File: src/io_pkg.sv
/* I/O package
   port offsets, GCU operations and cabinet input bundle of the main-CPU I/O space */
package io_pkg;

    localparam int JOY_W      = 7;  // 4 directions, 3 buttons
    localparam int OBJ_SLOT_W = 3;

    // GCU register offsets, byte address bits 3:0
    localparam logic [3:0] GCU_OFS_WRITE_REG  = 4'h0;
    localparam logic [3:0] GCU_OFS_SELECT_REG = 4'h4;
    localparam logic [3:0] GCU_OFS_RAM_H      = 4'h8;
    localparam logic [3:0] GCU_OFS_RAM_L      = 4'hA;
    localparam logic [3:0] GCU_OFS_RAM_PTR    = 4'hC;

    // byte offsets inside the I/O window
    typedef enum logic [7:0] {
        port_inputs     = 8'h00,  // player 1 and 2
        port_system     = 8'h02,  // dip c, start, coin
        port_dip_ab     = 8'h04,
        port_vstatus    = 8'h06,
        port_latch3     = 8'h08,
        port_latch4     = 8'h0A,
        port_snd_latch  = 8'h20,
        port_snd_latch2 = 8'h22,
        port_text_dma   = 8'h80,
        port_pal_dma    = 8'h82,
        port_obj_bank   = 8'hC0,  // whole 0xC0-0xCF block
        port_other      = 8'hFF
    } io_port_e;

    typedef enum logic [2:0] {
        gcu_select_reg,
        gcu_write_reg,
        gcu_write_ram,
        gcu_set_ram_ptr,
        gcu_objectbank_wr
    } gcu_op_e;

    // all bits active low
    typedef struct packed {
        logic [JOY_W-1:0] joy1;
        logic [JOY_W-1:0] joy2;
        logic [1:0]       start;
        logic [1:0]       coin;
        logic             service;
        logic             test;
    } cabinet_in_t;

endpackage

File: src/bus_pkg.sv
/* main bus package
   memory map and the request, response and decoded request types */
package bus_pkg;
    import io_pkg::*;

    localparam int ADDR_W = 23;  // word address, byte address bits 23:1
    localparam int RAM_AW = 14;
    localparam int DATA_W = 16;
    localparam int GCU_AW = 3;   // word bits inside the GCU window
    localparam int IO_AW  = 7;   // word bits inside the I/O window

    // word bases, byte address shifted down by one
    localparam logic [ADDR_W-1:0] VRAM_BASE = ADDR_W'(24'h20_0000 >> 1);  // to 0x207FFF
    localparam logic [ADDR_W-1:0] WRAM_BASE = ADDR_W'(24'h20_8000 >> 1);  // to 0x20FFFF
    localparam logic [ADDR_W-1:0] GCU_BASE  = ADDR_W'(24'h40_0000 >> 1);  // to 0x40000D
    localparam logic [ADDR_W-1:0] IO_BASE   = ADDR_W'(24'h50_0000 >> 1);  // to 0x5000FF

    typedef enum logic [2:0] {
        region_none,
        region_vram,
        region_wram,
        region_gcu,
        region_io
    } region_e;

    typedef struct packed {
        logic [ADDR_W-1:0] addr;
        logic              we;
        logic [DATA_W-1:0] wdata;
        logic [1:0]        be;  // upper, lower
    } bus_req_t;

    typedef struct packed {
        logic [DATA_W-1:0] rdata;
        region_e           region;
    } bus_rsp_t;

    // request after address decode
    typedef struct packed {
        bus_req_t req;
        region_e  region;
        io_port_e port;
    } dec_req_t;

endpackage

File: src/io_write_regs.sv
/* I/O write registers
   sound latches, DMA triggers and the held GCU operation with its handshake */
module io_write_regs
    import bus_pkg::*;
    import io_pkg::*;
(
    input  logic                  CLK96,
    input  logic                  RESET96,
    input  logic                  stage1_valid,
    input  dec_req_t              stage1,
    input  logic                  tvram_busy,
    input  logic                  gcu_ack,
    output logic [7:0]            sound_latch,
    output logic [7:0]            sound_latch2,
    output logic                  text_dma_req,
    output logic                  pal_dma_req,
    output logic                  gcu_valid,
    output gcu_op_e               gcu_op,
    output logic [DATA_W-1:0]     gcu_data,
    output logic [OBJ_SLOT_W-1:0] gcu_slot,
    output logic                  gcu_busy
);

    logic       wr_io;
    logic       wr_gcu;
    logic       wr_obj;
    logic [3:0] gcu_ofs;
    logic       op_start;
    gcu_op_e    op_next;

    assign wr_io   = stage1_valid && stage1.req.we && stage1.region == region_io;
    assign wr_gcu  = stage1_valid && stage1.req.we && stage1.region == region_gcu;
    assign wr_obj  = wr_io && stage1.port == port_obj_bank;
    assign gcu_ofs = {stage1.req.addr[GCU_AW-1:0], 1'b0};

    always_comb begin
        op_start = 1'b0;
        op_next  = gcu_write_reg;
        if (wr_obj) begin
            op_start = 1'b1;
            op_next  = gcu_objectbank_wr;
        end else if (wr_gcu) begin
            op_start = 1'b1;
            case (gcu_ofs)
                GCU_OFS_WRITE_REG:            op_next = gcu_write_reg;
                GCU_OFS_SELECT_REG:           op_next = gcu_select_reg;
                GCU_OFS_RAM_H, GCU_OFS_RAM_L: op_next = gcu_write_ram;
                GCU_OFS_RAM_PTR:              op_next = gcu_set_ram_ptr;
                default:                      op_start = 1'b0;  // 2, 6, E ignored
            endcase
        end
    end

    always_ff @(posedge CLK96 or posedge RESET96) begin
        if (RESET96) begin
            sound_latch  <= '0;
            sound_latch2 <= '0;
            text_dma_req <= 1'b0;
            pal_dma_req  <= 1'b0;
            gcu_valid    <= 1'b0;
        end else begin
            if (wr_io && stage1.port == port_snd_latch) sound_latch <= stage1.req.wdata[7:0];
            if (wr_io && stage1.port == port_snd_latch2) sound_latch2 <= stage1.req.wdata[7:0];

            // trigger wins over the clear
            if (wr_io && stage1.port == port_text_dma) begin
                text_dma_req <= 1'b1;
            end else if (!tvram_busy) begin
                text_dma_req <= 1'b0;
            end
            if (wr_io && stage1.port == port_pal_dma) begin
                pal_dma_req <= 1'b1;
            end else if (!tvram_busy) begin
                pal_dma_req <= 1'b0;
            end

            if (op_start) begin
                gcu_valid <= 1'b1;
            end else if (gcu_ack) begin
                gcu_valid <= 1'b0;
            end
        end
    end

    always_ff @(posedge CLK96) begin
        if (op_start) begin
            gcu_op   <= op_next;
            gcu_data <= stage1.req.wdata;
        end
        if (wr_obj) gcu_slot <= stage1.req.addr[OBJ_SLOT_W-1:0];  // byte addr 3:1
    end

    assign gcu_busy = gcu_valid;  // decoder stalls on this

    // op and data held until the GCU takes them
    a_gcu_hold: assert property (@(posedge CLK96) disable iff (RESET96)
        gcu_valid && !gcu_ack |=> gcu_valid && $stable(gcu_op) && $stable(gcu_data));

endmodule

File: config.mk
export PLATFORM = sky130hd
export DESIGN_NAME = io_write_regs
export DESIGN_NICKNAME = d
export VERILOG_FILES = /design/src/io_pkg.sv /design/src/bus_pkg.sv /design/src/io_write_regs.sv
export SDC_FILE = /design/constraint.sdc
export NUM_CORES = 1
export LEC_CHECK = 0
export ABC_AREA = 1
export BUFFER_PORTS_ARGS = -buffer_cell sky130_fd_sc_hd__buf_4
export CORE_MARGIN = 1
export CORE_UTILIZATION = 38
export DETAILED_ROUTE_END_ITERATION = 10
export GPL_TIMING_DRIVEN = 0
export PLACE_DENSITY = 0.74
export REMOVE_ABC_BUFFERS = 1
export SLEW_MARGIN = 20
export SYNTH_ARGS = -nofsm -noshare
export SYNTH_HDL_FRONTEND = slang
export SYNTH_SLANG_ARGS = --single-unit
File: constraint.sdc
create_clock -name CLK96 -period 0.8 [get_ports CLK96]
set_clock_uncertainty 0.15 [all_clocks]
set_input_delay 0.08 -clock CLK96 [delete_from_list [all_inputs] [get_ports CLK96]]
set_output_delay 0.08 -clock CLK96 [all_outputs]
set_load 0.01 [all_outputs]
* Yosys cells after proc, flatten, opt, wreduce, memory -nomap -nowiden
Index checks and enable logic that the tools add are counted.
** Operators by class
- Add/sub/neg operators :: 0
- Multipliers :: 0
- Divide/modulo/power cells :: 0
- Magnitude comparators :: 0
- Equal/unequal tests :: 13
- Shift-type cells :: 0
- Muxes and demuxes :: 10
- Bitwise operators :: 1
- Reductions and logical operators :: 13
** Operator list (number)
- $eq A8 B8 Y1 const B :: 3
- $eq A8 B6 Y1 const B :: 2
- $eq A3 B3 Y1 const B :: 4
- $mux W1 :: 9
- $logic_and A1 B1 Y1 :: 8
- $eq A3 B2 Y1 const B :: 2
- $pmux W2 S3 :: 1
- $reduce_or A5 Y1 :: 1
- $logic_not A4 Y1 :: 1
- $ne A2 B1 Y1 const B :: 2
- $reduce_or A2 Y1 :: 2
- $reduce_bool A2 Y1 :: 1
- $not A1 Y1 :: 1
** Storage, ports and cells
- Register bits after elaboration :: 41
- Latch bits :: 0
- Memory bits (writable) :: 0
- Bits in read-only memories :: 0
- Output and inout bits :: 42
- Word-level logic and storage cells :: 46
- Memories kept :: 0

* Longest topological paths before layout
- Depth after elaboration :: 6
- Mapped depth :: 7
- Mapped depth without buffers :: 7

* Worst setup path after synthesis
No wires, ideal clock.
- Path type :: input port to flip-flop
- Start :: input stage1[8] (netlist bit)
- End :: register gcu_data[0], enable pin
- Data arrival time :: 0.992 ns
- Data required time :: 0.274 ns
- Setup slack :: -0.717 ns
- Stages :: 6
- Path buffers :: 1
- Path through :: inv_1 nand3_1 nor2_2 buf_4 nand2_2 nand2_1
** Between the ends
- Word-level cells in the longest chain between the ends :: 4
** RTL lines
- from (decl) :: RTL line io_write_regs.sv:10 : input dec_req_t stage1,
- $eq A3 B2 Y1 / $eq A3 B3 Y1 (equally long branches) :: RTL line io_write_regs.sv:32, io_write_regs.sv:31
- $logic_and A1 B1 Y1, on equally long branches :: RTL line io_write_regs.sv:32, io_write_regs.sv:31
- $mux W1 / $logic_and A1 B1 Y1 (equally long branches) :: RTL line io_write_regs.sv:42, io_write_regs.sv:33
- $mux W1 * :: RTL line io_write_regs.sv:39 : if (wr_obj) begin
- named net op_start :: RTL line io_write_regs.sv:28 : logic op_start;
- to (signal assigned) :: RTL line io_write_regs.sv:88 : gcu_data <= stage1.req.wdata;
- to (decl) :: RTL line io_write_regs.sv:19 : output logic [DATA_W-1:0] gcu_data,
Mark *: on every way through the listed nets, which the timed path passes. The rest lies on a longest branch.
A chain may end at the register's enable or synchronous reset.

* Worst setup path after layout
- Start :: register gcu_valid, in the netlist gcu_busy
- End :: output gcu_busy
** RTL lines
- from (decl) :: RTL line io_write_regs.sv:17 : output logic gcu_valid,
- from (signal assigned) :: RTL line io_write_regs.sv:60 : gcu_valid <= 1'b0;
- from (signal assigned) :: RTL line io_write_regs.sv:78 : gcu_valid <= 1'b1;
- from (signal assigned) :: RTL line io_write_regs.sv:80 : gcu_valid <= 1'b0;
- to (decl) :: RTL line io_write_regs.sv:21 : output logic gcu_busy
No word-level cell between the ends.

==> results.txt <==
Status = finished with violations
Failing checks = hold timing, setup timing
Total of fill cells in the finished design = 253
Total wire length = 5.15 mm
Static Leak = 1.52 nW
TNS Setup = -15.92 ns
Most common cell after layout, fill and taps aside = buf_6
Antenna violation net count after detailed routing = 0
Synth warn = 0
Crit path time final = 1.10 ns
Main flop type after synthesis = edfxtp_1
Critical path's largest stage delay = 0.42 ns
Std-Cell Rows = 23
EDFF count, synth = 22
Critical path type = reg2out
Final nets = 320
Clock Path Buffers = 2
Most frequent cells in the layout = buf_6, buf_4, nand2_1
Fin. Hold Viols = 57
Worst-Margin Slew = 0.731 ns
Register area = 0.00114 mm2
VDD IR max = 0.870 mV
Post-layout util = 77.8%
Vias per Instance = 4.84
First-pass GRT wire length = 7.38 mm
WL/cell = 16.4 um
Number of global-route vias before repair = 1549
Top post-synthesis cells by area = edfxtp_1, dfrtp_1, nand2_1
ANT cells = 0
Sequential area share after synthesis = 68.2%
Multi-input logic area = 782 um2
Max Cap Viol = 0
Global placement routability congestion = 0.774
P_int = 3.50 mW
DP Area = 0.00229 mm2
WP buf/inv = 1
Final worst slack = -0.298 ns
Period utilization = 137%
Final global-route overflow total = 0
Dpl ws = -1.59 ns
Critical path fanouts, max = 3
Crit path required time = 0.57 ns
Max-slew headroom = 51.2%
Die area = 0.00465 mm2
Initial antenna violation count = 0
CP endpoint kind = output pin
Starting density of the core = 40.5%
Die W = 68.2 um
Synth unique cells = 19
GRT Util Overall = 22.5%
Worst path slowest cell = dfrtp_1
# clock sinks = 41
Clk root buf = clkbuf_8
Comb pwr share = 10.5%
Synthesis-stage register bit count = 41
Layout area overhead = 92.2%
Initial DRC count = 86
CTS tree = yes
I/O Buffers = 77
Peak Freq = 0.910 GHz
IO Pins = 100
Core Box Area = 0.00412 mm2
Drc violations = 0
Final HPWL DP = 2.69 mm
Post-Syn Area = 0.00167 mm2
Power per cell area = 1380 mW/mm2
Sw Share = 21.0%
Clock H-tree levels = 2
Switch Pwr = 0.931 mW
Largest net degree at the start of global routing = 20
Clock Latency Late Sink = 0.29 ns
Placed Instances = 277
Sequential Power Share = 50.9%
Yosys top cell area share = 39.6%
Die Y = 68.2 um
Clock share of power = 38.6%
WHS = -0.237 ns
Post-Syn Instances = 153
Finished layout cell area = 0.00320 mm2
Share of layout cells above drive strength 1 = 63.9%
Initial DRT Pass Iterations = 4
RSZ-0062 raised after global routing = true
Crit path arrival time = 0.87 ns
Asr flop ratio synth = 46.3%
Vias post-DR = 1515
Setup crit start kind = flip-flop
Non-filler cells, final = 313
Count of pins over their slew limit = 0
Clock-pin slew on the worst setup and hold paths = 0.08 ns
Num CTS Buffers = 5
Worst Hold Class = in2async
Post-synth top area cell = edfxtp_1
Endpoints failing setup = 84
CP delay by family, top = flip-flops
CP cell instances = buf_4
Syn Area/Cell = 10.9 um2
Pwr Total = 4.43 mW
worst paths after layout:
| path | endpoint | slack [ns] | start | cells past startpoint |
|---|---|---|---|---|
| min in group CLK96 | gcu_data[8]$_DFFE_PP_ | -0.19 | stage1[21] | 1 |
| max in group asynchronous | sound_latch[1]$_DFFE_PP0P_ | 0.28 | RESET96 | 2 |
| min reg2reg | text_dma_req$_DFFE_PP0P_ | 0.36 | text_dma_req$_DFFE_PP0P_ | 2 |
| max | gcu_busy | -0.30 | gcu_busy$_DFFE_PP0P_ | 1 |
| min | sound_latch2[5]$_DFFE_PP0P_ | -0.24 | RESET96 | 2 |
| max reg2reg | gcu_busy$_DFFE_PP0P_ | -0.16 | gcu_busy$_DFFE_PP0P_ | 3 |
cell families (layout without fill, tap and decap cells):
kind of cell | after synthesis | in the layout | share of synthesized area (%)
buffers and inverters | 18 | 123 | 4.58
AND/OR/NAND/NOR | 93 | 98 | 27.0
flip-flops | 41 | 41 | 68.2
AO/OA/AOI/OAI | 1 | 1 | 0.300
area by class of cell:
| cell class | instances | area share [%] |
|---|---|---|
| sequential | 41 | 35.5 |
| timing repair buffer | 100 | 32.5 |
| multi-input combinational | 99 | 24.4 |
| clock buffer | 7 | 2.70 |
| inverter | 15 | 2.07 |
| tap | 50 | 1.95 |
| clock inverter | 1 | 0.938 |
power groups by stage:
| stage | Combinational (mW) | Clock, mW | Sequential [mW] |
|---|---|---|---|
| after floorplan | 0.0830 | 0 | 2.31 |
| after global placement | 0.299 | 0 | 2.30 |
| after detailed placement | 0.304 | 0 | 2.30 |
| after CTS | 0.417 | 1.74 | 2.25 |
| after global routing | 0.497 | 1.82 | 2.26 |
| final | 0.464 | 1.71 | 2.25 |
metal layers:
layer	up-vias	GRT usage, %	share of wire, %
met5	-	0	0
met2	58	40.9	56
met3	10	4.83	5.1
met1	728	25.6	37
met4	0	8.33	2.2
li1	719	-	-
state kept, by name, summed over array words and instances, names as in the netlist:
signal	cells
text_dma_req	1
sound_latch2	8
gcu_op	3
gcu_data	16
pal_dma_req	1
gcu_slot	3
gcu_busy	1
sound_latch	8
cells in the mapped netlist, types with 2 or more instances:
cell       n
nand2_2    2
edfxtp_1  22
nand2_4    2
buf_4      2
nand2_1   52
inv_1     14
nor3_1     2
nor2_4     2
nand3_1   21
nor2_2     3
dfrtp_1   19
nor2_1     5
repair_timing:
item                                   4_1_cts  5_1_grt
gates resized for setup                     83       57
cloned                                       5        0
setup endpoints to repair                   85       85
buffers inserted                            15       11
pin swaps                                   26       18
endpoints found under the hold margin       58       58
(Power assumes the default switching activity.)
