## src/io_pkg.sv

```systemverilog
/* I/O package
   port offsets, GCU operations and cabinet input bundle of the main-CPU I/O space */
package io_pkg;

    localparam int JOY_W      = 7;  // 4 directions, 3 buttons
    localparam int OBJ_SLOT_W = 3;

    // GCU register offsets, byte address bits 3:0
    localparam logic [3:0] GCU_OFS_WRITE_REG  = 4'h0;
    localparam logic [3:0] GCU_OFS_SELECT_REG = 4'h4;
    localparam logic [3:0] GCU_OFS_RAM_H      = 4'h8;
    localparam logic [3:0] GCU_OFS_RAM_L      = 4'hA;
    localparam logic [3:0] GCU_OFS_RAM_PTR    = 4'hC;

    // byte offsets inside the I/O window
    typedef enum logic [7:0] {
        port_inputs     = 8'h00,  // player 1 and 2
        port_system     = 8'h02,  // dip c, start, coin
        port_dip_ab     = 8'h04,
        port_vstatus    = 8'h06,
        port_latch3     = 8'h08,
        port_latch4     = 8'h0A,
        port_snd_latch  = 8'h20,
        port_snd_latch2 = 8'h22,
        port_text_dma   = 8'h80,
        port_pal_dma    = 8'h82,
        port_obj_bank   = 8'hC0,  // whole 0xC0-0xCF block
        port_other      = 8'hFF
    } io_port_e;

    typedef enum logic [2:0] {
        gcu_select_reg,
        gcu_write_reg,
        gcu_write_ram,
        gcu_set_ram_ptr,
        gcu_objectbank_wr
    } gcu_op_e;

    // all bits active low
    typedef struct packed {
        logic [JOY_W-1:0] joy1;
        logic [JOY_W-1:0] joy2;
        logic [1:0]       start;
        logic [1:0]       coin;
        logic             service;
        logic             test;
    } cabinet_in_t;

endpackage

```

## src/bus_pkg.sv

```systemverilog
/* main bus package
   memory map and the request, response and decoded request types */
package bus_pkg;
    import io_pkg::*;

    localparam int ADDR_W = 23;  // word address, byte address bits 23:1
    localparam int RAM_AW = 14;
    localparam int DATA_W = 16;
    localparam int GCU_AW = 3;   // word bits inside the GCU window
    localparam int IO_AW  = 7;   // word bits inside the I/O window

    // word bases, byte address shifted down by one
    localparam logic [ADDR_W-1:0] VRAM_BASE = ADDR_W'(24'h20_0000 >> 1);  // to 0x207FFF
    localparam logic [ADDR_W-1:0] WRAM_BASE = ADDR_W'(24'h20_8000 >> 1);  // to 0x20FFFF
    localparam logic [ADDR_W-1:0] GCU_BASE  = ADDR_W'(24'h40_0000 >> 1);  // to 0x40000D
    localparam logic [ADDR_W-1:0] IO_BASE   = ADDR_W'(24'h50_0000 >> 1);  // to 0x5000FF

    typedef enum logic [2:0] {
        region_none,
        region_vram,
        region_wram,
        region_gcu,
        region_io
    } region_e;

    typedef struct packed {
        logic [ADDR_W-1:0] addr;
        logic              we;
        logic [DATA_W-1:0] wdata;
        logic [1:0]        be;  // upper, lower
    } bus_req_t;

    typedef struct packed {
        logic [DATA_W-1:0] rdata;
        region_e           region;
    } bus_rsp_t;

    // request after address decode
    typedef struct packed {
        bus_req_t req;
        region_e  region;
        io_port_e port;
    } dec_req_t;

endpackage

```

## src/io_read_ports.sv

```systemverilog
/* I/O read ports
   forms cabinet, DIP, video status and latch words and registers the bus response */
module io_read_ports
    import bus_pkg::*;
    import io_pkg::*;
(
    input  logic              CLK96,
    input  logic              RESET96,
    input  logic              stage1_valid,
    input  dec_req_t          stage1,
    input  logic [DATA_W-1:0] vram_data,
    input  logic [DATA_W-1:0] wram_data,
    input  cabinet_in_t       cabinet,
    input  logic [7:0]        dip_a,
    input  logic [7:0]        dip_b,
    input  logic [7:0]        dip_c,
    input  logic              flip,
    input  logic              hsync,
    input  logic              vsync,
    input  logic              fblank,
    input  logic [8:0]        vpos,
    input  logic [7:0]        sound_latch3,
    input  logic [7:0]        sound_latch4,
    output logic              rsp_valid,
    output bus_rsp_t          rsp
);

    logic [DATA_W-1:0] port_word;
    logic [DATA_W-1:0] vstatus;
    logic [DATA_W-1:0] rd_mux;
    logic              s2_valid;
    logic              s2_we;
    region_e           s2_region;
    logic [DATA_W-1:0] s2_word;

    // board side is active high, directions swap pairwise on flip
    function automatic logic [7:0] player_byte(input logic [JOY_W-1:0] joy, input logic flp);
        logic [3:0] dirs;
        dirs = flp ? {~joy[1], ~joy[0], ~joy[3], ~joy[2]}
                   : {~joy[0], ~joy[1], ~joy[2], ~joy[3]};
        return {1'b0, ~joy[6:4], dirs};
    endfunction

    assign vstatus = {hsync, vsync, 5'b11111, fblank,
                      (vpos < 9'd256) ? vpos[7:0] : 8'hFF};

    always_comb begin
        case (stage1.port)
            port_inputs:  port_word = {player_byte(cabinet.joy2, flip),
                                       player_byte(cabinet.joy1, flip)};
            port_system:  port_word = {dip_c, 1'b0, ~cabinet.start[1], ~cabinet.start[0],
                                       ~cabinet.coin[1], ~cabinet.coin[0], ~cabinet.test,
                                       1'b0, ~cabinet.service};
            port_dip_ab:  port_word = {dip_b, dip_a};
            port_vstatus: port_word = vstatus;
            port_latch3:  port_word = {8'h00, sound_latch3};
            port_latch4:  port_word = {8'h00, sound_latch4};
            default:      port_word = '0;  // write-only or unused
        endcase
    end

    // stage 2 lines up with the RAM read data
    always_ff @(posedge CLK96) begin
        s2_we     <= stage1.req.we;
        s2_region <= stage1.region;
        s2_word   <= port_word;
    end

    always_comb begin
        case (s2_region)
            region_vram: rd_mux = vram_data;
            region_wram: rd_mux = wram_data;
            region_io:   rd_mux = s2_word;
            default:     rd_mux = '0;  // gcu and unmapped read as zero
        endcase
        if (s2_we) rd_mux = '0;
    end

    always_ff @(posedge CLK96 or posedge RESET96) begin
        if (RESET96) begin
            s2_valid  <= 1'b0;
            rsp_valid <= 1'b0;
        end else begin
            s2_valid  <= stage1_valid;
            rsp_valid <= s2_valid;
        end
    end

    always_ff @(posedge CLK96) begin
        rsp.rdata  <= rd_mux;
        rsp.region <= s2_region;
    end

endmodule

```

## config.mk

```make
export PLATFORM = sky130hd
export DESIGN_NAME = io_read_ports
export DESIGN_NICKNAME = d
export VERILOG_FILES = /design/src/io_pkg.sv /design/src/bus_pkg.sv /design/src/io_read_ports.sv
export SDC_FILE = /design/constraint.sdc
export NUM_CORES = 1
export LEC_CHECK = 0
export BUFFER_PORTS_ARGS = -buffer_cell sky130_fd_sc_hd__buf_2
export CAP_MARGIN = 20
export CORE_UTILIZATION = 41
export CTS_BUF_LIST = sky130_fd_sc_hd__clkbuf_8
export DETAILED_ROUTE_END_ITERATION = 10
export HOLD_SLACK_MARGIN = 0.08
export PLACE_DENSITY_LB_ADDON = 0.08
export SKIP_LAST_GASP = 1
export SLEW_MARGIN = 20
export SYNTH_ARGS = -nofsm -noshare
export SYNTH_HDL_FRONTEND = slang
export SYNTH_SLANG_ARGS = --single-unit
```

## constraint.sdc

```tcl
create_clock -name CLK96 -period 3.3 [get_ports CLK96]
set_input_delay 0.495 -clock CLK96 [delete_from_list [all_inputs] [get_ports CLK96]]
set_output_delay 0.495 -clock CLK96 [all_outputs]
set_load 0.03 [all_outputs]
```

* After elaboration in Yosys (flattened, before gate mapping)
Index checks and enable logic that the tools add are counted.
** Storage, ports and cells
- Register bits after elaboration :: 41
- Input port bits :: 161
- Output and inout bits :: 20
- Word-level logic and storage cells :: 38
** Operators by class
- Order comparisons :: 1
- Equality and inequality tests :: 8
- Mux-type cells :: 5
- Bitwise gates (word level) :: 16
- Reductions and logical operators :: 1
** Operators with widths (number)
- $pmux 16 s6 :: 1
- $pmux 16 s3 :: 1
- $eq 8x3->1 const B :: 2
- $eq 8x4->1 const B :: 2
- $not 1->1 :: 14
- $lt 9x9->1 const B :: 1
- $eq 8x2->1 const B :: 1
- $logic_not 8->1 :: 1
- $mux 4 :: 2
- $mux 8 :: 1
- $not 3->3 :: 2
- $eq 3x1->1 const B :: 1
- $eq 3x2->1 const B :: 1
- $eq 3x3->1 const B :: 1

* Depth between registers and ports, before layout
- Depth in word-level cells :: 3
- Gate-level depth with buffers :: 7
- Gate-level depth less buffers :: 4

* Least setup slack after synthesis
OpenSTA, ideal clock, no wires.
- Kind :: input -> register
- From :: in stage1[0] in the netlist's numbering
- To :: reg s2_word[1]
- Setup time :: 0.074 ns
- Arrival time :: 1.713 ns
- Data required time :: 3.226 ns
- Slack :: 1.513 ns
- Stages :: 4
- Buffers on the path :: 0
- Cell sequence :: or3_4 > or4_4 > a211o_1 > o211ai_2
** On the way
- Longest elaborated chain between the ends :: 2
- Elaborated cells between the ends (all ways) :: 7
- Those cells by class :: eq/ne (5); mux (1); reduce/logical (1)
** RTL lines
- start: declaration :: RTL line io_read_ports.sv:10 : input dec_req_t stage1,
- $eq 8x4->1 (tied with other cells) :: RTL line io_read_ports.sv:48 : case (stage1.port)
- $pmux 16 s6 * :: RTL line io_read_ports.sv:48
- via port_word[1] :: RTL line io_read_ports.sv:28 : logic [DATA_W-1:0] port_word;
- end signal: assignment :: RTL line io_read_ports.sv:66 : s2_word <= port_word;
- end: declaration :: RTL line io_read_ports.sv:34 : logic [DATA_W-1:0] s2_word;
The timed path passes the listed nets; every way through them passes the cells marked *.
A chain may end at the register's enable or synchronous reset.

* Worst setup path in the final report
- From :: reg s2_region[0]
- To :: reg rsp[13] in the netlist's numbering
** On the way
- Longest elaborated chain between the ends :: 2
- Elaborated cells between the ends (all ways) :: 4
- Those cells by class :: eq/ne (3); mux (1)
** RTL lines
- start: declaration :: RTL line io_read_ports.sv:33 : region_e s2_region;
- start signal: assignment :: RTL line io_read_ports.sv:65 : s2_region <= stage1.region;
- $eq 3x3->1 (tied with other cells) :: RTL line io_read_ports.sv:70 : case (s2_region)
- $pmux 16 s3 * :: RTL line io_read_ports.sv:70
- end: declaration :: RTL line io_read_ports.sv:25 : output bus_rsp_t rsp
Mark *: on every way between the ends. The rest lies on a longest branch, timed or not.

==> metrics.md <==
| Metric | Value |
|---|---|
| Status | `finished, violations left` |
| Failing checks | `DRC` |
| Total track usage | `20.6%` |
| Vias in the first global route | `1887` |
| Initial antenna violation count | `0` |
| EDFF count, synth | `0` |
| Routed Antenna Nets | `0` |
| Setup_tns | `0 ns` |
| Yosys reg bits | `41` |
| Max capacitance violation total | `0` |
| Peak Freq | `507 MHz` |
| Core Rows | `24` |
| Vias post-DR | `2019` |
| Hold Crit Class | `in -> reg` |
| Static leakage | `1.33 nW` |
| Buf/Inv on CP | `0` |
| Synthesized area per cell | `9.35 um2` |
| Synth Cell Area | `0.00195 mm2` |
| Area Overhead vs Synth | `40.2%` |
| Power Density | `362 mW/mm2` |
| CTS tree | `yes` |
| Core footprint | `0.00447 mm2` |
| Worst-Margin Slew | `1.01 ns` |
| Crit. End Element | `flip-flop` |
| Fin crit period | `1.97 ns` |
| Worst path slowest cell | `nor3b_2` |
| Clock skew | `0.00415 ns` |
| DR iter-0 viols | `96` |
| Yosys Warn Count | `0` |
| Reg2reg setup slack | `1.33 ns` |
| Count of cell types in the netlist | `36` |
| Share of cells above drive strength 1 | `46.8%` |
| Largest stage delay, worst path | `0.86 ns` |
| Worst vdd ir | `184 uV` |
| Wire length per cell | `12.8 um` |
| Htree depth | `2` |
| CP startpoint kind | `flip-flop` |
| Hold buffers post-CTS | `1` |
| Unrepaired setup endpoints after global routing | `false` |
| Post-Syn Instances | `209` |
| Gp weighted congestion | `0.773` |
| # setup viols final | `0` |
| # diodes | `0` |
| CTS Buf Count | `5` |
| Hold_ws | `0.310 ns` |
| Nets | `500` |
| Final worst-path cycle share | `59.7%` |
| Hpwl dp | `4.09 mm` |
| Largest net degree at the start of global routing | `33` |
| Num ports | `181` |
| PortBufs | `139` |
| Post_cts resized | `0` |
| Clk_lat worst skew | `0.28 ns` |
| Area after DPL | `0.00264 mm2` |
| Design Area, Final | `0.00274 mm2` |
| DIE HEIGHT | `71.0 um` |
| Async S/R FF share, synth | `4.88%` |
| Final hold viol count | `0` |
| CTS Sinks | `41` |
| Seq/Total Area, Yosys | `42.5%` |
| Critical Path AT | `2.18 ns` |
| 1st-pass router iterations | `8` |
| Die ar. | `0.00504 mm2` |
| Top_reg_cell synth | `dfxtp_1` |
| Post-CTS Setup Inserts | `0` |
| Via density | `5.15` |
| Worst Path Max Fanout | `20` |
| Post-Route WL | `5.01 mm` |
| Slew Limit Fails | `0` |
| Die Wd | `71.0 um` |
| Clock-pin slew of the registers on the worst-case setup and hold paths | `0.07 ns` |
| Cells after DPL | `383` |
| CP Class | `reg -> reg` |
| Final cell count without fillers | `392` |
| Final WS setup | `1.33 ns` |
| Initial Util | `43.7%` |
| CP cell instances | `nor3b_2, a2bb2oi_1, nor2_1` |
| Max_slew headroom | `32.4%` |
| First-pass GRT wire length | `8.22 mm` |
| Post-Syn Nets | `370` |
| Place WS | `1.16 ns` |
| Worst-case clock buffer depth | `2` |
| Root Buffer | `clkbuf_8` |
| Worst path required time | `3.51 ns` |
| Grt total ovfl | `0` |
| Top delay family on crit path | `simple AND/OR/NAND/NOR gates` |
| DRC Markers | `8` |
==> stage by stage <==
step	total power (W)	util, %
floorplan	0.000628	-
global placement	0.000717	59.1
detailed placement	0.000720	59.1
CTS	0.00100	61.1
global route	0.00105	61.2
finish	0.000992	61.2
==> metal layers <==
metal	up-vias	GRT usage [%]	routed length (um)	share of wire, %
li1	1039	-	-	-
met1	876	25.8	2230	45
met2	97	35.4	2330	46
met3	7	4.99	391	7.8
met4	0	6.00	57	1.1
met5	-	0	0	0
==> report_power, final <==
| part | internal [W] | total [W] | switching (W) |
|---|---|---|---|
| clock | 0.000140 | 0.000283 | 0.000142 |
| sequential | 0.000507 | 0.000514 | 0.00000737 |
| combinational | 0.000103 | 0.000195 | 0.0000920 |
==> worst paths after layout <==
check,startpoint,depth (start not counted),endpoint
min,stage1[29],1,s2_we
max reg2reg,s2_region[0],3,rsp[13]
min in group asynchronous,RESET96,3,rsp_valid
max,s2_region[0],3,rsp[13]
min reg2reg,s2_valid,0,rsp_valid
max in group asynchronous,RESET96,3,s2_valid
==> flip-flops by register name, summed over array words and instances (netlist names) <==
| signal | cells |
|---|---|
| s2_word | 16 |
| s2_we | 1 |
| s2_region | 3 |
| s2_valid | 1 |
| rsp | 19 |
| rsp_valid | 1 |
==> final cells by class <==
cell class              count  area [um2]
clock inverters             3        11.3
multi-input cells         146        1040
fillers                   424        1740
inverters                   5        18.8
clock buffers               5        68.8
repair buffers            140         706
well taps                  52        65.1
flip-flops and latches     41         831
==> cell usage after synthesis (2+ instances only) <==
library cell | number | share of area [%]
a22oi_1 | 17 | 6.5
nand2_1 | 9 | 1.7
a21oi_1 | 2 | 0.51
a211oi_1 | 2 | 0.77
clkbuf_1 | 10 | 1.9
mux2_2 | 5 | 2.9
nor2b_1 | 4 | 1.3
buf_1 | 2 | 0.38
o21ai_0 | 9 | 2.3
o22ai_1 | 10 | 3.2
o2111ai_1 | 2 | 0.90
or3b_2 | 2 | 0.90
inv_1 | 5 | 0.96
o221ai_1 | 2 | 0.90
buf_2 | 5 | 1.3
dfxtp_1 | 39 | 40
nand2b_1 | 3 | 0.96
nor2_1 | 30 | 5.8
mux2i_1 | 15 | 7.7
a2bb2oi_1 | 16 | 7.2
a32o_1 | 2 | 1.0
a211o_1 | 2 | 0.90
a221oi_1 | 2 | 0.90
dfrtp_1 | 2 | 2.6
==> placed cells by master (no fill, tap or decap), types with 3 or more instances in the layout <==
cell type  instances
dfxtp_1           39
clkbuf_8           5
a2bb2oi_1         16
nand2b_1           3
o21ai_0            9
nor2_1            30
mux2_2             5
o22ai_1           10
a22oi_1           17
nand2_1            9
buf_2            139
mux2i_1           15
inv_1              8
==> logic make-up after synthesis <==
| kind of cell | Yosys count | share of synthesized area, % |
|---|---|---|
| muxes | 21 | 11.7 |
| buffers and inverters | 22 | 4.55 |
| AOI/OAI and AO/OA | 69 | 27.1 |
| and+or+nand+nor | 56 | 14.1 |
| DFF | 41 | 42.5 |
Power figures use the tool's default switching activity.
