`config.mk`:
```
export PLATFORM = sky130hd
export DESIGN_NAME = main_bus_decode
export DESIGN_NICKNAME = d
export VERILOG_FILES = /design/src/io_pkg.sv /design/src/bus_pkg.sv /design/src/main_bus_decode.sv
export SDC_FILE = /design/constraint.sdc
export NUM_CORES = 1
export LEC_CHECK = 0
export BUFFER_PORTS_ARGS = -buffer_cell sky130_fd_sc_hd__buf_2
export CAP_MARGIN = 10
export CORE_ASPECT_RATIO = 0.5
export CORE_MARGIN = 1.5
export CORE_UTILIZATION = 46
export CTS_BUF_LIST = sky130_fd_sc_hd__clkbuf_4
export DETAILED_ROUTE_END_ITERATION = 8
export GPL_TIMING_DRIVEN = 1
export PLACE_DENSITY = 0.81
export SYNTH_ARGS = -nofsm -noshare
export SYNTH_HDL_FRONTEND = slang
export SYNTH_SLANG_ARGS = --single-unit
```
`constraint.sdc`:
```
create_clock -name CLK96 -period 3.6 [get_ports CLK96]
set_clock_uncertainty 0.15 [all_clocks]
set_input_delay 1.08 -clock CLK96 [delete_from_list [all_inputs] [get_ports CLK96]]
set_output_delay 1.08 -clock CLK96 [all_outputs]
set_load 0.005 [all_outputs]
```
`src/io_pkg.sv`:
```
/* I/O package
   port offsets, GCU operations and cabinet input bundle of the main-CPU I/O space */
package io_pkg;

    localparam int JOY_W      = 7;  // 4 directions, 3 buttons
    localparam int OBJ_SLOT_W = 3;

    // GCU register offsets, byte address bits 3:0
    localparam logic [3:0] GCU_OFS_WRITE_REG  = 4'h0;
    localparam logic [3:0] GCU_OFS_SELECT_REG = 4'h4;
    localparam logic [3:0] GCU_OFS_RAM_H      = 4'h8;
    localparam logic [3:0] GCU_OFS_RAM_L      = 4'hA;
    localparam logic [3:0] GCU_OFS_RAM_PTR    = 4'hC;

    // byte offsets inside the I/O window
    typedef enum logic [7:0] {
        port_inputs     = 8'h00,  // player 1 and 2
        port_system     = 8'h02,  // dip c, start, coin
        port_dip_ab     = 8'h04,
        port_vstatus    = 8'h06,
        port_latch3     = 8'h08,
        port_latch4     = 8'h0A,
        port_snd_latch  = 8'h20,
        port_snd_latch2 = 8'h22,
        port_text_dma   = 8'h80,
        port_pal_dma    = 8'h82,
        port_obj_bank   = 8'hC0,  // whole 0xC0-0xCF block
        port_other      = 8'hFF
    } io_port_e;

    typedef enum logic [2:0] {
        gcu_select_reg,
        gcu_write_reg,
        gcu_write_ram,
        gcu_set_ram_ptr,
        gcu_objectbank_wr
    } gcu_op_e;

    // all bits active low
    typedef struct packed {
        logic [JOY_W-1:0] joy1;
        logic [JOY_W-1:0] joy2;
        logic [1:0]       start;
        logic [1:0]       coin;
        logic             service;
        logic             test;
    } cabinet_in_t;

endpackage

```
`src/bus_pkg.sv`:
```
/* main bus package
   memory map and the request, response and decoded request types */
package bus_pkg;
    import io_pkg::*;

    localparam int ADDR_W = 23;  // word address, byte address bits 23:1
    localparam int RAM_AW = 14;
    localparam int DATA_W = 16;
    localparam int GCU_AW = 3;   // word bits inside the GCU window
    localparam int IO_AW  = 7;   // word bits inside the I/O window

    // word bases, byte address shifted down by one
    localparam logic [ADDR_W-1:0] VRAM_BASE = ADDR_W'(24'h20_0000 >> 1);  // to 0x207FFF
    localparam logic [ADDR_W-1:0] WRAM_BASE = ADDR_W'(24'h20_8000 >> 1);  // to 0x20FFFF
    localparam logic [ADDR_W-1:0] GCU_BASE  = ADDR_W'(24'h40_0000 >> 1);  // to 0x40000D
    localparam logic [ADDR_W-1:0] IO_BASE   = ADDR_W'(24'h50_0000 >> 1);  // to 0x5000FF

    typedef enum logic [2:0] {
        region_none,
        region_vram,
        region_wram,
        region_gcu,
        region_io
    } region_e;

    typedef struct packed {
        logic [ADDR_W-1:0] addr;
        logic              we;
        logic [DATA_W-1:0] wdata;
        logic [1:0]        be;  // upper, lower
    } bus_req_t;

    typedef struct packed {
        logic [DATA_W-1:0] rdata;
        region_e           region;
    } bus_rsp_t;

    // request after address decode
    typedef struct packed {
        bus_req_t req;
        region_e  region;
        io_port_e port;
    } dec_req_t;

endpackage

```
`src/main_bus_decode.sv`:
```
/* main bus decoder
   accepts requests, maps them to a region and I/O port, holds off behind GCU work */
module main_bus_decode
    import bus_pkg::*;
    import io_pkg::*;
(
    input  logic     CLK96,
    input  logic     RESET96,
    input  logic     req_valid,
    input  bus_req_t req,
    output logic     req_ready,
    input  logic     gcu_busy,
    output logic     stage1_valid,
    output dec_req_t stage1
);

    logic     [7:0] io_ofs;
    dec_req_t       dec;
    logic           s1_gcu_wr;

    assign io_ofs = {req.addr[IO_AW-1:0], 1'b0};  // byte offset in the I/O window

    always_comb begin
        dec.req    = req;
        dec.region = region_none;
        if (req.addr[ADDR_W-1:RAM_AW] == VRAM_BASE[ADDR_W-1:RAM_AW]) begin
            dec.region = region_vram;
        end else if (req.addr[ADDR_W-1:RAM_AW] == WRAM_BASE[ADDR_W-1:RAM_AW]) begin
            dec.region = region_wram;
        end else if (req.addr[ADDR_W-1:GCU_AW] == GCU_BASE[ADDR_W-1:GCU_AW]) begin
            dec.region = region_gcu;
        end else if (req.addr[ADDR_W-1:IO_AW] == IO_BASE[ADDR_W-1:IO_AW]) begin
            dec.region = region_io;
        end

        case (io_ofs)
            8'h00:   dec.port = port_inputs;
            8'h02:   dec.port = port_system;
            8'h04:   dec.port = port_dip_ab;
            8'h06:   dec.port = port_vstatus;
            8'h08:   dec.port = port_latch3;
            8'h0A:   dec.port = port_latch4;
            8'h20:   dec.port = port_snd_latch;
            8'h22:   dec.port = port_snd_latch2;
            8'h80:   dec.port = port_text_dma;
            8'h82:   dec.port = port_pal_dma;
            default: dec.port = (io_ofs[7:4] == 4'hC) ? port_obj_bank : port_other;
        endcase
        if (dec.region != region_io) dec.port = port_other;
    end

    // object bank writes also become a GCU op
    assign s1_gcu_wr = stage1_valid && stage1.req.we &&
                       (stage1.region == region_gcu ||
                        (stage1.region == region_io && stage1.port == port_obj_bank));

    assign req_ready = !s1_gcu_wr && !gcu_busy;

    always_ff @(posedge CLK96 or posedge RESET96) begin
        if (RESET96) begin
            stage1_valid <= 1'b0;
        end else begin
            stage1_valid <= req_valid && req_ready;
        end
    end

    always_ff @(posedge CLK96) begin
        if (req_valid && req_ready) stage1 <= dec;
    end

    // master holds a stalled request unchanged
    a_req_stable: assert property (@(posedge CLK96) disable iff (RESET96)
        req_valid && !req_ready |=> req_valid && $stable(req));

endmodule

```
# Word level (Yosys, flattened, before mapping)
# Index checks and enable logic that the tools add are counted.
dict set report classes {
  n_mux 6
  eq_ne 18
  n_reduce_logical 9
}
# operator count
set ops {}
lappend ops {{8-bit one-hot mux with 10 select lines} 1}
lappend ops {{20-bit by 19-bit == test with 1-bit output, second input constant} 1}
lappend ops {{9-bit by 7-bit == test with 1-bit output, second input constant} 2}
lappend ops {{16-bit by 15-bit == test with 1-bit output, second input constant} 1}
lappend ops {{7-bit by 2-bit == test with 1-bit output, second input constant} 2}
lappend ops {{7-bit by 3-bit == test with 1-bit output, second input constant} 2}
lappend ops {{7-bit by 5-bit == test with 1-bit output, second input constant} 2}
lappend ops {{7-bit == test, second input constant} 2}
lappend ops {{3-bit 2-to-1 mux} 4}
lappend ops {{8-bit == test, second input constant} 1}
lappend ops {{8-bit logical NOT} 1}
lappend ops {{7-bit by 1-bit == test with 1-bit output, second input constant} 1}
lappend ops {{6-bit 2-to-1 mux} 1}
lappend ops {{1-bit logical AND} 5}
lappend ops {{4-bit == test, second input constant} 1}
lappend ops {{3-bit by 2-bit == test with 1-bit output, second input constant} 1}
lappend ops {{3-bit == test, second input constant} 1}
lappend ops {{3-bit != test, second input constant} 1}
lappend ops {{1-bit logical NOT} 2}
lappend ops {{1-bit logical OR} 1}
dict set report totals {
  elab_cells 40
  regBits 54
  input_bits 46
  output_inout_bits 55
}

# Logic depth before layout (Yosys ltp)
# Gate-level depths: netlist of the first run.
dict set report depth {
  depth_word 7
  depth_mapped 4
}

# Worst setup path before layout of the first run
# No wires, ideal clock.
dict set report synth_path {
  path_kind {input to register}
  from {in gcu_busy}
  to {reg stage1[10] (netlist bit) (enable)}
  setup_time_ns 0.415
  path_buffers 0
  t_required_ns 3.035
  setup_slack_ns 0.349
  arrival_ns 2.685
  cell_stages 2
  path_cell_list {a211oi_1 > and2_1}
}
dict set report synth_between {
  elab_chain_cells 3
}
# element line
set synth_rtl {}
lappend synth_rtl {{start: declaration} main_bus_decode.sv:12} ;# input logic gcu_busy,
lappend synth_rtl {{1-bit logical NOT} main_bus_decode.sv:57} ;# assign req_ready = !s1_gcu_wr && !gcu_busy;
lappend synth_rtl {{1-bit logical AND} main_bus_decode.sv:57}
lappend synth_rtl {{1-bit logical AND} main_bus_decode.sv:68} ;# if (req_valid && req_ready) stage1 <= dec;
lappend synth_rtl {{end signal: assignment} main_bus_decode.sv:68}
lappend synth_rtl {{end: declaration} main_bus_decode.sv:14} ;# output dec_req_t stage1
# No other way between the ends.
# A chain may end at the register's enable or synchronous reset.

# Worst setup path after layout of the first run
dict set report layout_path {
  from {in gcu_busy}
  to {out req_ready}
}
dict set report layout_between {
  elab_chain_cells 2
}
# element line
set layout_rtl {}
lappend layout_rtl {{1-bit logical NOT} main_bus_decode.sv:57}
lappend layout_rtl {{1-bit logical AND} main_bus_decode.sv:57}
lappend layout_rtl {{end: declaration} main_bus_decode.sv:11} ;# output logic req_ready,
# No other way between the ends.

==> flow_summary_export.csv, run 1 <==
group,metric,value,unit
status,status,"finished, final reports clean",
global_routing,top_usage_layer,"met2",
finish,final_util,65.1,%
critical_path,worstSetupEndpointType,"primary output",
die,start_util,48.9,%
clock_tree,clk_pin_slew,0.13,ns
critical_path,cp-start-kind,"input port",
global_routing,grt_antenna_before_repair,0,
place,dp_hpwl,2830,um
critical_path,worstReg2RegStart,"stage1[10]",
critical_path,path_cells,"buf_2 -> a211oi_1 -> buf_2",
logic_synthesis,syn_area,0.00194,mm2
route,drt-total-wl,3840,um
critical_path,path_class,"in -> out",
place,portBuffers,100,
power_and_ir_drop,worst_ir_drop_vdd,0.000187,V
die,num_rows,16,
logic_synthesis,synth_top_area_share,80.5,%
logic_synthesis,synth_common_cells,"52 x edfxtp_1, 5 x inv_1, 5 x nor2_1, 4 x nand2b_1",
logic_synthesis,yosysTopAreaCell,"edfxtp_1",
clock_tree,cts_root_buf,"clkbuf_4",
logic_synthesis,async_flop_share,1.89,%
logic_synthesis,netlist_instances,103,
timing,rsz0062_at_grt,"false",
logic_synthesis,yosys_most_used_dff,"edfxtp_1",
die,die_h,48.9,um
route,viasPerCell,4.83,
timing,setup_viol,0,
timing,tns,0,ns
clock_tree,cts_setup_buffers,0,
die,io_pins,101,
die,die_w,94.8,um
place,dp_cells,257,
global_routing,use_met2,31.7,%
finish,area_delta_synth_final,33.1,%
clock_tree,ctsResizeCount,0,
power_and_ir_drop,p_leak,0.000999,uW
timing,hold_violations,0,
die,die_area,0.00464,mm2
global_routing,grt_pass1_wl,6120,um
finish,stdcell_count,265,
power_and_ir_drop,power,1070,uW
logic_synthesis,synth_nets,149,
timing,fmax,355,MHz
critical_path,critPathSlowestCell,"a211oi_1",
global_routing,use_met1,21.5,%
critical_path,path_max_fanout,2,
finish,fin_nets,256,
logic_synthesis,synth.most_common_cell,"edfxtp_1",
finish,drive_gt1_share,55.5,%
clock_tree,cts.path.max_buffers,2,
clock_tree,cts_made_buffers,5,
timing,finalCritPeriodShare,78.3,%
critical_path,crit_cells,3,
critical_path,slowest_delay,0.24,ns
place,gp_congestion,0.776,
clock_tree,h-tree-depth,2,
global_routing,grt_max_degree,30,
logic_synthesis,synth-edff-count,52,
global_routing,grt_overflow_total,0,
logic_synthesis,avgSynthCellArea,18.8,um2
critical_path,crit_buf_inv,2,
global_routing,use_met3,2.65,%
logic_synthesis,ys_warn_count,0,
logic_synthesis,netlist-cell-type-count,27,
clock_tree,clock_latency,0.35,ns
timing,worst_pin_slew,0.598,ns
power_and_ir_drop,power_density,414,mW/mm2
route,routedWlPerCell,14.5,um
finish,diodes,0,
critical_path,cp.arrival,1.59,ns
hold_path,hp-class,"in -> async",
clock_tree,clkSinkCount,53,
logic_synthesis,yosysSeqAreaShare,81.8,%
route,ant_nets,0,
critical_path,cpMostUsedCell,"buf_2",
global_routing,grt_use_total,17.4,%
route,drc,0,
timing,period_needed,2.82,ns
critical_path,cp_top_family,"buffers and inverters",
global_routing,grt_pass1_vias,1255,
timing,maxSlewViolCount,0,
logic_synthesis,ys_ff_latch,53,
clock_tree,holdBufCountCts,0,
critical_path,r2r_end,"stage1[35]",
run,cap_violations,0,
critical_path,required,2.37,ns
route,vias,1281,
die,core,0.00396,mm2
critical_path,r2r_slack,1.42,ns
logic_synthesis,ys_top_cells_by_area,"edfxtp_1 81%, dfrtp_1 1.3%, nand2b_1 1.3%, nor4b_4 1.2%, a211oi_1 1.2%",
timing,relSlewSlack,60.1,%
critical_path,reg2reg_depth,4,
route,drtIter0Drc,57,
clock_tree,cts_tree,"done",
route,first_pass_iters,4,
-- cells by family (layout without fill, tap and decap cells) --
| family | after synthesis | in the layout | synth area share, % |
|---|---|---|---|
| flops | 53 | 53 | 81.8 |
| simple gates | 31 | 31 | 11.7 |
| compound gates | 13 | 13 | 5.10 |
| buf+inv | 6 | 114 | 1.36 |
-- power breakdown --
| group | internal, uW | switching (uW) |
|---|---|---|
| logic | 40.7 | 47.4 |
| registers | 703 | 6.11 |
| clock network | 101 | 169 |
| total | 845 | 223 |
-- cells in the final DEF (no fill, tap or decap) --
master       n
nor4_2       1
buf_2      100
a311oi_1     1
clkbuf_4     8
a211oi_2     1
dfrtp_1      1
nand2_1      3
inv_1        5
a2111oi_2    1
nor2_1       5
or4_4        1
and2_2       1
a211oi_1     3
nand4_1      3
a41o_1       1
nor4_4       1
buf_12       1
edfxtp_1    52
or3_1        1
or2_1        1
nor2_2       1
nand2b_1     4
o21ai_1      3
nand4b_1     2
a21oi_1      2
nor4_1       3
and2_1       1
o21ai_0      1
nor4b_4      1
nor4b_1      2
-- state kept, by name, indices dropped and copies added (netlist names) --
register / count
stage1: 52
stage1_valid: 1
-- metrics by stage --
stage | setup slack (ns) | area (um2) | hold WS [ns]
after floorplan | 0.349 | 1940 | 0.659
after global placement | 0.812 | 2520 | 0.762
after detailed placement | 0.761 | 2520 | 0.774
after CTS | 0.761 | 2580 | 0.380
after global routing | 0.678 | 2580 | 0.366
final | 0.781 | 2580 | 0.394
-- worst max path at each step --
stage	start	end	slack, ns
floorplan	gcu_busy	stage1[10]	0.35
detailed placement	gcu_busy	req_ready	0.76
global placement	gcu_busy	req_ready	0.81
global route	gcu_busy	req_ready	0.68
finish	gcu_busy	req_ready	0.78
CTS	gcu_busy	req_ready	0.76
-- layout make-up --
type	count	area (um2)
Clock buffer	8	60.1
Fill cell	314	1380
Multi-Input combinational cell	44	328
Inverter	5	18.8
Timing Repair Buffer	101	520
Sequential cell	53	1590
Tap cell	54	67.6
-- layer usage --
metal	vias to the layer above	routed length (um)
li1	630	-
met5	-	0
met4	0	38
met1	610	1550
met2	37	2100
met3	4	150
Power figures use the tool's default switching activity.
==> run 2: changes to the inputs <==
==> constraint.sdc (replaced) <==
create_clock -name CLK96 -period 2.95 [get_ports CLK96]
set_clock_uncertainty 0.15 [all_clocks]
set_input_delay 0.885 -clock CLK96 [delete_from_list [all_inputs] [get_ports CLK96]]
set_output_delay 0.885 -clock CLK96 [all_outputs]
set_load 0.005 [all_outputs]
==> run 2 against run 1 <==
Net effect: sequential share of layout area decreased by 0.44 points; combinational power increased by 23%; first-iteration DRC count is 33% higher; clock-buffer cell count fell by 3; global-route usage fell by 0.47 points.
==> flow_summary_export.csv, run 2 (synthesis gave the netlist of run 1 again) <==
group,metric,value,unit
route,routedWlPerCell,14.0,um
critical_path,cp.arrival,1.45,ns
timing,fin_ws,0.464,ns
global_routing,grt_use_total,17.0,%
status,status,"finished, final reports clean",
die,core,0.00396,mm2
clock_tree,ctsResizeCount,0,
clock_tree,cts_setup_buffers,0,
power_and_ir_drop,netSwitchingFraction,20.8,%
hold_path,hp-class,"in -> async",
die,num_rows,16,
power_and_ir_drop,pwr-share-clk,28.9,%
route,ant_nets,0,
critical_path,required,1.92,ns
finish,area_delta_synth_final,34.1,%
place,portBuffers,100,
timing,worst_pin_slew,0.365,ns
route,viasPerCell,4.80,
timing,tns,0,ns
finish,largest-register,"stage1",
global_routing,grt_antenna_before_repair,0,
finish,final_common_cell,"buf_2",
timing,fmax,402,MHz
timing,rsz0062_at_grt,"false",
clock_tree,cts_tree,"done",
finish,largest_reg_flops,52,
power_and_ir_drop,p_leak,0.00100,uW
clock_tree,clk_pin_slew,0.14,ns
die,io_pins,101,
finish,final_cell_mix,"100 x buf_2, 52 x edfxtp_1, 5 x inv_1, 5 x nor2_1, 5 x clkbuf_4",
clock_tree,cts_root_buf,"clkbuf_4",
finish,drive_gt1_share,55.0,%
run,cap_violations,0,
clock_tree,holdBufCountCts,0,
timing,setup_viol,0,
timing,relSlewSlack,75.6,%
global_routing,grt_overflow_total,0,
clock_tree,h-tree-depth,2,
power_and_ir_drop,seqPwrFrac,63.2,%
timing,period_needed,2.49,ns
finish,diodes,0,
critical_path,slowest_delay,0.45,ns
critical_path,cp_top_family,"flip-flops",
global_routing,grt_pass1_wl,5930,um
clock_tree,cts.path.max_buffers,2,
power_and_ir_drop,power_frac_comb,7.9,%
clock_tree,cts_made_buffers,5,
route,vias,1271,
power_and_ir_drop,p_sw,285,uW
route,first_pass_iters,4,
timing,maxSlewViolCount,0,
critical_path,path_cells,"nor4b_1 -> a211oi_1 -> buf_2",
die,start_util,48.9,%
place,dp_worst_setup_slack,0.481,ns
timing,whs,0.185,ns
critical_path,worstSetupEndpointType,"primary output",
global_routing,grt_pass1_vias,1194,
place,dp_hpwl,2750,um
timing,finalCritPeriodShare,84.3,%
die,die_h,48.9,um
power_and_ir_drop,power_density,526,mW/mm2
power_and_ir_drop,p_int,1080,uW
route,drtIter0Drc,76,
clock_tree,clkSinkCount,53,
finish,stdcell_count,265,
place,gp_congestion,0.775,
timing,hold_violations,0,
critical_path,cp-start-kind,"flop",
route,drt-total-wl,3720,um
global_routing,grt_max_degree,54,
die,die_area,0.00464,mm2
finish,reg_top3,"stage1 (52), stage1_valid (1)",
die,die_w,94.8,um
critical_path,critPathSlowestCell,"edfxtp_1",
finish,fin_nets,256,
power_and_ir_drop,worst_ir_drop_vdd,0.000239,V
place,dp_cells,257,
critical_path,path_class,"reg -> out",
clock_tree,clock_latency,0.36,ns
finish,n_fill_cell,301,
route,drc,0,
critical_path,crit_buf_inv,1,
critical_path,path_max_fanout,3,
## run 2: metrics by stage
step / utilization, % / area, um2 / total power [uW]
3_3_place_gp: 63.6 / 2520 / 986
3_5_place_dp: 63.6 / 2520 / 991
4_1_cts: 65.6 / 2600 / 1380
2_1_floorplan: - / 1940 / 912
6_report: 65.6 / 2600 / 1370
5_1_grt: 65.6 / 2600 / 1420
## run 2: worst paths after layout
| check | slack (ns) | to | startpoint | cells after the start |
|---|---|---|---|---|
| max | 0.46 | req_ready | stage1[9] | 3 |
| min | 0.18 | stage1_valid | RESET96 | 2 |
| max reg2reg | 1.13 | stage1[29] | stage1[10] | 4 |
| min reg2reg | 0.95 | stage1_valid | stage1[10] | 4 |
| max in group asynchronous | 2.38 | stage1_valid | RESET96 | 2 |
| min in group CLK96 | 0.53 | stage1[13] | req[2] | 1 |
## run 2: cell type report
cell class                 instances  area, um2  area share, %
clock buffer                       5       37.5           1.44
clock inverter                     3       41.3           1.59
inverter                           5       18.8          0.722
multi-input combinational         44        328           12.6
sequential                        53       1590           61.0
tap                               54       67.6           2.60
timing repair buffer             101        520           20.0
## run 2: power by group through the flow
stage | sequential [uW] | clock [uW] | combinational (uW)
after floorplan | 888 | 0 | 24.4
final | 865 | 396 | 108
after detailed placement | 883 | 0 | 109
after global routing | 868 | 432 | 119
after CTS | 866 | 406 | 109
after global placement | 882 | 0 | 105
## run 2: worst register-to-register path: stages, from the launching register on
cell and delay (ns):
edfxtp_1 0.43, nor4b_1 0.17, a211oi_1 0.27, and2_2 0.21, buf_12 0.27
## run 2: metal layers
layer / vias to the layer above / track usage, % / share of wire [%]
li1: 628 / - / -
met1: 611 / 21.6 / 41
met2: 32 / 29.9 / 56
met3: 0 / 3.27 / 3.6
met4: 0 / 4.48 / 0
met5: - / 0 / 0
